### src/cpu_pkg.sv
package cpu_pkg;

    localparam int unsigned xlen       = 32;
    localparam int unsigned reg_addr_w = 5;
    localparam int unsigned num_regs   = 32;

    // funct3 field of the integer ops
    localparam logic [2:0] f3_add_sub = 3'b000;
    localparam logic [2:0] f3_sll     = 3'b001;
    localparam logic [2:0] f3_slt     = 3'b010;
    localparam logic [2:0] f3_sltu    = 3'b011;
    localparam logic [2:0] f3_xor     = 3'b100;
    localparam logic [2:0] f3_srl_sra = 3'b101;
    localparam logic [2:0] f3_or      = 3'b110;
    localparam logic [2:0] f3_and     = 3'b111;

    localparam logic [6:0] f7_zero = 7'b0000000;
    localparam logic [6:0] f7_alt  = 7'b0100000; // sub, sra, srai

    // major opcodes still handled
    typedef enum logic [6:0] {
        op_imm = 7'b0010011,
        op_reg = 7'b0110011,
        op_lui = 7'b0110111
    } opcode_e;

    typedef enum logic [3:0] {
        alu_add    = 4'd0,
        alu_sub    = 4'd1,
        alu_and    = 4'd2,
        alu_or     = 4'd3,
        alu_xor    = 4'd4,
        alu_sll    = 4'd5,
        alu_srl    = 4'd6,
        alu_sra    = 4'd7,
        alu_slt    = 4'd8,
        alu_sltu   = 4'd9,
        alu_pass_b = 4'd10  // lui
    } alu_op_e;

    typedef struct packed {
        alu_op_e               alu_op;
        logic [reg_addr_w-1:0] rd;
        logic [reg_addr_w-1:0] rs1;
        logic [reg_addr_w-1:0] rs2;
        logic [xlen-1:0]       imm;
        logic                  use_imm;   // operand b from imm
        logic                  writes_rd; // low for rd == x0
    } decoded_t;

    typedef struct packed {
        logic                  valid;
        logic [reg_addr_w-1:0] rd;
        logic [xlen-1:0]       data;
    } commit_t;

endpackage

### src/cpu_decode.sv
`timescale 1ns/1ps

module cpu_decode (
    input  logic                     clk,
    input  logic                     arst_n,
    input  logic                     inst_valid,
    input  logic [cpu_pkg::xlen-1:0] inst,
    output logic                     dec_valid,
    output cpu_pkg::decoded_t        dec,
    output logic                     illegal
);

    cpu_pkg::opcode_e  opcode;
    cpu_pkg::decoded_t dec_d;
    logic [2:0]        funct3;
    logic [6:0]        funct7;
    logic              alt;
    logic              legal;

    // funct3 plus the alternate bit to alu op, shared by both forms
    function automatic cpu_pkg::alu_op_e f3_to_alu(input logic [2:0] f3, input logic alt_sel);
        cpu_pkg::alu_op_e op;
        case (f3)
            cpu_pkg::f3_add_sub: op = alt_sel ? cpu_pkg::alu_sub : cpu_pkg::alu_add;
            cpu_pkg::f3_sll:     op = cpu_pkg::alu_sll;
            cpu_pkg::f3_slt:     op = cpu_pkg::alu_slt;
            cpu_pkg::f3_sltu:    op = cpu_pkg::alu_sltu;
            cpu_pkg::f3_xor:     op = cpu_pkg::alu_xor;
            cpu_pkg::f3_srl_sra: op = alt_sel ? cpu_pkg::alu_sra : cpu_pkg::alu_srl;
            cpu_pkg::f3_or:      op = cpu_pkg::alu_or;
            default:             op = cpu_pkg::alu_and;
        endcase
        return op;
    endfunction

    assign opcode = cpu_pkg::opcode_e'(inst[6:0]);
    assign funct3 = inst[14:12];
    assign funct7 = inst[31:25];
    assign alt    = (funct7 == cpu_pkg::f7_alt);

    always_comb begin
        dec_d.rd        = inst[11:7];
        dec_d.rs1       = inst[19:15];
        dec_d.rs2       = inst[24:20];
        dec_d.imm       = {{20{inst[31]}}, inst[31:20]}; // I immediate
        dec_d.use_imm   = 1'b0;
        dec_d.writes_rd = (inst[11:7] != '0);
        dec_d.alu_op    = cpu_pkg::alu_add;
        legal           = 1'b0;

        case (opcode)
            cpu_pkg::op_reg: begin
                // alt funct7 only exists for sub and sra
                legal = (funct7 == cpu_pkg::f7_zero) ||
                        (alt && (funct3 == cpu_pkg::f3_add_sub ||
                                 funct3 == cpu_pkg::f3_srl_sra));
                dec_d.alu_op = f3_to_alu(funct3, alt);
            end
            cpu_pkg::op_imm: begin
                dec_d.use_imm = 1'b1;
                if (funct3 == cpu_pkg::f3_sll) begin
                    legal = (funct7 == cpu_pkg::f7_zero);
                end else if (funct3 == cpu_pkg::f3_srl_sra) begin
                    legal = (funct7 == cpu_pkg::f7_zero) || alt;
                end else begin
                    legal = 1'b1;
                end
                // no subi, so alt only picks srai
                dec_d.alu_op = f3_to_alu(funct3, alt && funct3 == cpu_pkg::f3_srl_sra);
            end
            cpu_pkg::op_lui: begin
                legal         = 1'b1;
                dec_d.use_imm = 1'b1;
                dec_d.imm     = {inst[31:12], 12'b0};
                dec_d.alu_op  = cpu_pkg::alu_pass_b;
            end
            default: begin
                legal = 1'b0;
            end
        endcase
    end

    always_ff @(posedge clk or negedge arst_n) begin
        if (!arst_n) begin
            dec_valid <= 1'b0;
            illegal   <= 1'b0;
        end else begin
            dec_valid <= inst_valid && legal;
            illegal   <= inst_valid && !legal;
        end
    end

    always_ff @(posedge clk) begin
        if (inst_valid && legal) begin
            dec <= dec_d;
        end
    end

endmodule

### src/cpu_execute.sv
`timescale 1ns/1ps

module cpu_execute (
    input  logic                           clk,
    input  logic                           arst_n,
    input  logic                           dec_valid,
    input  cpu_pkg::decoded_t              dec,
    output logic [cpu_pkg::reg_addr_w-1:0] rs1_addr,
    output logic [cpu_pkg::reg_addr_w-1:0] rs2_addr,
    input  logic [cpu_pkg::xlen-1:0]       rs1_data,
    input  logic [cpu_pkg::xlen-1:0]       rs2_data,
    output cpu_pkg::commit_t               commit
);

    logic [cpu_pkg::xlen-1:0]       op_a;
    logic [cpu_pkg::xlen-1:0]       op_b;
    logic [4:0]                     shamt;
    logic [cpu_pkg::xlen-1:0]       alu_res;
    logic                           commit_valid_q;
    logic [cpu_pkg::reg_addr_w-1:0] commit_rd_q;
    logic [cpu_pkg::xlen-1:0]       commit_data_q;

    // operand indices go straight to the register file
    assign rs1_addr = dec.rs1;
    assign rs2_addr = dec.rs2;

    assign op_a  = rs1_data;
    assign op_b  = dec.use_imm ? dec.imm : rs2_data;
    assign shamt = op_b[4:0];

    always_comb begin
        alu_res = '0;
        case (dec.alu_op)
            cpu_pkg::alu_add:    alu_res = op_a + op_b;
            cpu_pkg::alu_sub:    alu_res = op_a - op_b;
            cpu_pkg::alu_and:    alu_res = op_a & op_b;
            cpu_pkg::alu_or:     alu_res = op_a | op_b;
            cpu_pkg::alu_xor:    alu_res = op_a ^ op_b;
            cpu_pkg::alu_sll:    alu_res = op_a << shamt;
            cpu_pkg::alu_srl:    alu_res = op_a >> shamt;
            cpu_pkg::alu_sra:    alu_res = $signed(op_a) >>> shamt;
            cpu_pkg::alu_slt:    alu_res[0] = $signed(op_a) < $signed(op_b);
            cpu_pkg::alu_sltu:   alu_res[0] = op_a < op_b;
            cpu_pkg::alu_pass_b: alu_res = op_b;
            default:             alu_res = '0;
        endcase
    end

    always_ff @(posedge clk or negedge arst_n) begin
        if (!arst_n) begin
            commit_valid_q <= 1'b0;
        end else begin
            commit_valid_q <= dec_valid && dec.writes_rd; // x0 never commits
        end
    end

    always_ff @(posedge clk) begin
        commit_rd_q   <= dec.rd;
        commit_data_q <= alu_res;
    end

    assign commit = '{
        valid: commit_valid_q,
        rd:    commit_rd_q,
        data:  commit_data_q
    };

endmodule

### src/cpu_result.sv
`timescale 1ns/1ps

module cpu_result (
    input  logic                           clk,
    input  logic                           arst_n,
    input  cpu_pkg::commit_t               commit,
    input  logic [cpu_pkg::reg_addr_w-1:0] rs1_addr,
    input  logic [cpu_pkg::reg_addr_w-1:0] rs2_addr,
    output logic [cpu_pkg::xlen-1:0]       rs1_data,
    output logic [cpu_pkg::xlen-1:0]       rs2_data,
    input  logic [cpu_pkg::reg_addr_w-1:0] dbg_addr,
    output logic [cpu_pkg::xlen-1:0]       dbg_data
);

    // x1..x31, x0 is not stored
    logic [cpu_pkg::xlen-1:0] regs [1:cpu_pkg::num_regs-1];

    function automatic logic [cpu_pkg::xlen-1:0] file_read(
        input logic [cpu_pkg::reg_addr_w-1:0] addr
    );
        logic [cpu_pkg::xlen-1:0] val;
        if (addr == '0) begin
            val = '0;
        end else begin
            val = regs[addr];
        end
        return val;
    endfunction

    // pending commit wins over the file
    function automatic logic [cpu_pkg::xlen-1:0] fwd_read(
        input logic [cpu_pkg::reg_addr_w-1:0] addr
    );
        logic [cpu_pkg::xlen-1:0] val;
        if (commit.valid && commit.rd == addr) begin
            val = commit.data;
        end else begin
            val = file_read(addr);
        end
        return val;
    endfunction

    always_ff @(posedge clk or negedge arst_n) begin
        if (!arst_n) begin
            for (int i = 1; i < cpu_pkg::num_regs; i++) begin
                regs[i] <= '0;
            end
        end else if (commit.valid && commit.rd != '0) begin
            regs[commit.rd] <= commit.data;
        end
    end

    always_comb begin
        rs1_data = fwd_read(rs1_addr);
        rs2_data = fwd_read(rs2_addr);
    end

    // debug view is architectural state only
    always_comb begin
        dbg_data = file_read(dbg_addr);
    end

endmodule

### src/cpu_top.sv
`timescale 1ns/1ps

module cpu_top (
    input  logic                           clk,
    input  logic                           arst_n,
    input  logic                           inst_valid,
    input  logic [cpu_pkg::xlen-1:0]       inst,
    output cpu_pkg::commit_t               commit,
    output logic                           illegal,
    input  logic [cpu_pkg::reg_addr_w-1:0] dbg_addr,
    output logic [cpu_pkg::xlen-1:0]       dbg_data
);

    logic                           dec_valid;
    cpu_pkg::decoded_t              dec;
    logic [cpu_pkg::reg_addr_w-1:0] rs1_addr;
    logic [cpu_pkg::reg_addr_w-1:0] rs2_addr;
    logic [cpu_pkg::xlen-1:0]       rs1_data;
    logic [cpu_pkg::xlen-1:0]       rs2_data;

    cpu_decode i_cpu_decode (
        .clk        (clk),
        .arst_n     (arst_n),
        .inst_valid (inst_valid),
        .inst       (inst),
        .dec_valid  (dec_valid),
        .dec        (dec),
        .illegal    (illegal)
    );

    cpu_execute i_cpu_execute (
        .clk       (clk),
        .arst_n    (arst_n),
        .dec_valid (dec_valid),
        .dec       (dec),
        .rs1_addr  (rs1_addr),
        .rs2_addr  (rs2_addr),
        .rs1_data  (rs1_data),
        .rs2_data  (rs2_data),
        .commit    (commit)
    );

    // register file, also forwards the commit back to execute
    cpu_result i_cpu_result (
        .clk      (clk),
        .arst_n   (arst_n),
        .commit   (commit),
        .rs1_addr (rs1_addr),
        .rs2_addr (rs2_addr),
        .rs1_data (rs1_data),
        .rs2_data (rs2_data),
        .dbg_addr (dbg_addr),
        .dbg_data (dbg_data)
    );

endmodule

### config.mk
export PLATFORM = sky130hd
export DESIGN_NAME = cpu_top
export DESIGN_NICKNAME = d
export VERILOG_FILES = /design/src/cpu_pkg.sv /design/src/cpu_decode.sv /design/src/cpu_execute.sv /design/src/cpu_result.sv /design/src/cpu_top.sv
export SDC_FILE = /design/constraint.sdc
export NUM_CORES = 2
export LEC_CHECK = 0
export ABC_AREA = 0
export BUFFER_PORTS_ARGS = -buffer_cell sky130_fd_sc_hd__buf_2
export CORE_UTILIZATION = 70
export DETAILED_ROUTE_END_ITERATION = 16
export GPL_TIMING_DRIVEN = 0
export PLACE_DENSITY = 0.87
export REMOVE_ABC_BUFFERS = 1
export SETUP_SLACK_MARGIN = 0.5
export SLEW_MARGIN = 25
export SYNTH_ARGS = -nofsm -noshare
export SYNTH_HDL_FRONTEND = slang
export SYNTH_SLANG_ARGS = --single-unit
### constraint.sdc
create_clock -name clk -period 12.6 [get_ports clk]
set_input_delay 2.52 -clock clk [delete_from_list [all_inputs] [get_ports clk]]
set_output_delay 2.52 -clock clk [all_outputs]
set_load 0.005 [all_outputs]
==> summary.md <==
| Metric | Value |
|---|---|
| Die area | `roughly 110000 sq um` |
| Fin. max-slew vios | `0` |
| Worst Path Arrival | `10.06 ns` |
| Share of layout cells above drive strength 1 | `0.484` |
| Synth top area cells | `dfrtp_1 (34%), mux4_2 (24%), mux2_2 (18%)` |
| Fraction of synthesis flops using an asynchronous set or reset pin | `0.917` |
| Global-route wire length before repair | `~400000 um` |
| Mean cell area of the mapped netlist | `between 10 and 15 sq um` |
| GRT Util Overall | `0.502` |
| Setup bufs post-CTS | `0` |
| Post-route DRC | `0` |
| Clock network fraction of total power | `0.479` |
| Detailed Routing Iterations Pass 1 | `8` |
| DRT Wirelength | `263000 um` |
| Most common cell after layout, fill and taps aside | `mux2_2` |
| Endpoints failing setup | `0` |
| Vias | `between 50000 and 60000` |
| Commonest cells after routing, fill and taps aside | `mux2_2 (1166), dfrtp_1 (995), mux4_2 (774)` |
| Clock-pin slew on the worst setup and hold paths | `approximately 0.060 ns` |
| Post-Syn Area | `between 70000 and 80000 sq um` |
| Root cell of the clock tree | `clkbuf_16` |
| Worst slew margin | `0.203` |
| RSZ-0062 raised after global routing | `false` |
| Yosys top cell area share | `0.340` |
| Post-CTS sizing | `0` |
| Pre-CTS setup slack | `between 3 and 4 ns` |
| Hold slack | `roughly 0.35 ns` |
| CP dominant cell by count | `buf_8` |
| First DRT Iteration DRCs | `approximately 8400` |
| Clock sink total | `between 1000 and 1500` |
| Post-Syn Instances | `5424` |
| Total power | `7340 uW` |
| Placed cells | `~6600` |
| Pwr Density | `89.8 nW/um^2` |
| Clock H-tree levels | `3` |
| Internal power | `5600 uW` |
| Synth warnings | `0` |
| Post-synth cell types | `slightly below 100` |
| Slowest CP cell | `or2_2` |
| Crit path required time | `13.18 ns` |
| Register share of total power | `0.479` |
| Synth Flop Type | `dfrtp_1` |
| Post-Route Setup TNS | `0 ns` |
| Leakage | `0.0364 uW` |
| Total grt overflow | `0` |
| GP Congestion | `~1.1` |
| Post-CTS Hold Buffers | `0` |
| Sw Ratio | `0.237` |
| Vias per cell | `around 8.2` |
| Final period demand of the worst path | `around 9.5 ns` |
| Number of enable flip-flop cells after synthesis | `53` |
| Post-layout nets | `between 5000 and 6000` |
| Worst-path maximum fanout | `37` |
| CTS tree | `built` |
| Cell Count, Final, Fillers Out | `about 6900` |
| Startpoint Class | `flip-flop` |
| Worst hold path class | `reg -> reg` |
| Post-synthesis register bit count | `between 1000 and 1500` |
| Die Wd | `approximately 330 um` |
| Row count | `118` |
| Area Overhead vs Synth | `11.6%` |
| Final setup skew | `around 0.035 ns` |
| Crit share post-route | `0.752` |
| Actual slew at the worst max-slew pin | `about 1.2 ns` |
| I/O Pins | `roughly 110` |
| Final Hold Viols | `0` |
| Gate power share | `0.043` |
| CP Class | `reg -> reg` |
| Worst IR drop on VDD | `130 uV` |
| HPWL after DPL | `between 150000 and 200000 um` |
| Sequential share of the synthesized area | `0.372` |
| CP endpoint kind | `flip-flop` |
| Status | `finished clean` |
| Routed length per instance | `about 38 um` |
| Worst setup margin | `approximately 3.1 ns` |
| CTS Buf Count | `between 100 and 150` |
| Largest net degree at the start of global routing | `between 100 and 150` |
| Fill cells | `5469` |
| CTS Buffer Depth | `3` |
| Slowest stage delay, CP | `between 0.9 and 1 ns` |
| Initial Util | `0.707` |
| Die height | `roughly 330 um` |
| Max-Cap Viols | `0` |
| Post-detailed-route count of antenna-violating nets | `0` |
| Worst-Skew Late Latency | `0.76 ns` |
| Initial antenna violation count | `23` |
| Vias in the first global route | `57867` |
| Core Box Area | `104000 sq um` |
| Port buffer count | `110` |
| Cell taking the most area after synthesis | `dfrtp_1` |
| Max Freq | `roughly 110 MHz` |
| Switching Power | `1740 uW` |
critical path: cells and delay by family (launching register included):
| kind | cells | cell delay (ns) |
|---|---|---|
| xor+xnor | 2 | 0.31 |
| fa+ha+maj | 1 | 0.45 |
| buf+inv | 10 | 2.25 |
| flops | 1 | 0.78 |
| compound gates | 8 | 2.34 |
| simple gates | 8 | 3.06 |
state kept, by name, indices dropped and copies added (netlist names):
signal                        cells
i_cpu_result.regs               992
i_cpu_decode.dec                 53
i_cpu_execute.commit_data_q      32
i_cpu_execute.commit_rd_q         5
i_cpu_decode.dec_valid            1
i_cpu_decode.illegal              1
i_cpu_execute.commit_valid_q      1
per-layer routing:
metal	up-vias	wire, um	track usage
li1	21241	-	-
met1	28116	86200	0.629
met2	5091	113000	0.716
met3	1648	37800	0.184
met4	30	25400	0.378
met5	-	179	0
cells in the mapped netlist (13+ instances only):
cell type,number
buf_4,18
o21bai_1,15
a221o_1,24
o21ai_0,138
inv_1,92
a31oi_1,13
a211oi_1,35
mux2i_1,243
o22ai_1,27
nand2b_1,18
buf_2,90
a22o_1,69
clkbuf_1,303
nor3_1,47
mux4_2,774
dfxtp_1,37
a21oi_1,117
xnor2_1,35
dfrtp_1,995
o21ai_1,19
edfxtp_1,53
a2111oi_0,16
ha_1,97
buf_1,111
nor2b_1,58
buf_6,27
o221ai_1,13
a22oi_1,43
a221oi_1,64
nand3_1,35
a21o_1,41
nor2_1,160
nand2_1,199
mux2_2,1166
o211ai_1,28
area by class of cell:
class / instances / area (sq um) / area share
repair buffers: 380 / 5100 / 0.0624
inverters: 102 / 385 / 0.00472
flip-flops and latches: 1085 / 27300 / 0.334
clock buffers: 162 / 3260 / 0.0400
clock inverters: 52 / 564 / 0.00691
well taps: 1380 / 1730 / 0.0211
diodes: 17 / 42.5 / 0.000521
multi-input cells: 3674 / 43400 / 0.531
power groups by stage:
stage	clock (uW)	combinational, uW	sequential, uW
2_1_floorplan	0	96.6	3580
3_3_place_gp	0	279	3590
3_5_place_dp	0	306	3580
4_1_cts	3490	308	3510
5_1_grt	3630	331	3510
6_report	3510	314	3510
path summary, 6_finish.rpt:
check                                     start                               to  slack [ns]  cells after the start
max                        i_cpu_decode.dec[35]  i_cpu_execute.commit_data_q[30]        3.12                     29
min                        i_cpu_decode.dec[48]     i_cpu_execute.commit_rd_q[4]        0.35                      0
max reg2reg                i_cpu_decode.dec[35]  i_cpu_execute.commit_data_q[30]        3.12                     29
min reg2reg                i_cpu_decode.dec[48]     i_cpu_execute.commit_rd_q[4]        0.35                      0
max in group asynchronous                arst_n           i_cpu_result.regs[138]        8.55                      5
min in group asynchronous                arst_n           i_cpu_result.regs[361]        1.62                      1
cell families after synthesis:
family	synth area share
flip-flops	0.372
XOR/XNOR	0.00538
adder cells (fa/ha/maj)	0.0171
AND/OR/NAND/NOR	0.0373
multiplexers	0.454
AO/OA/AOI/OAI	0.0726
buffers and inverters	0.0418
through the flow:
stage                     instance area [sq um]  utilization
final                                     81700        0.788
after global routing                      81700        0.788
after CTS                                 81600        0.787
after detailed placement                  77800        0.750
after global placement                    72800        0.703
after floorplan                           70600            -
Note: power is estimated with default switching activity, not from simulation.
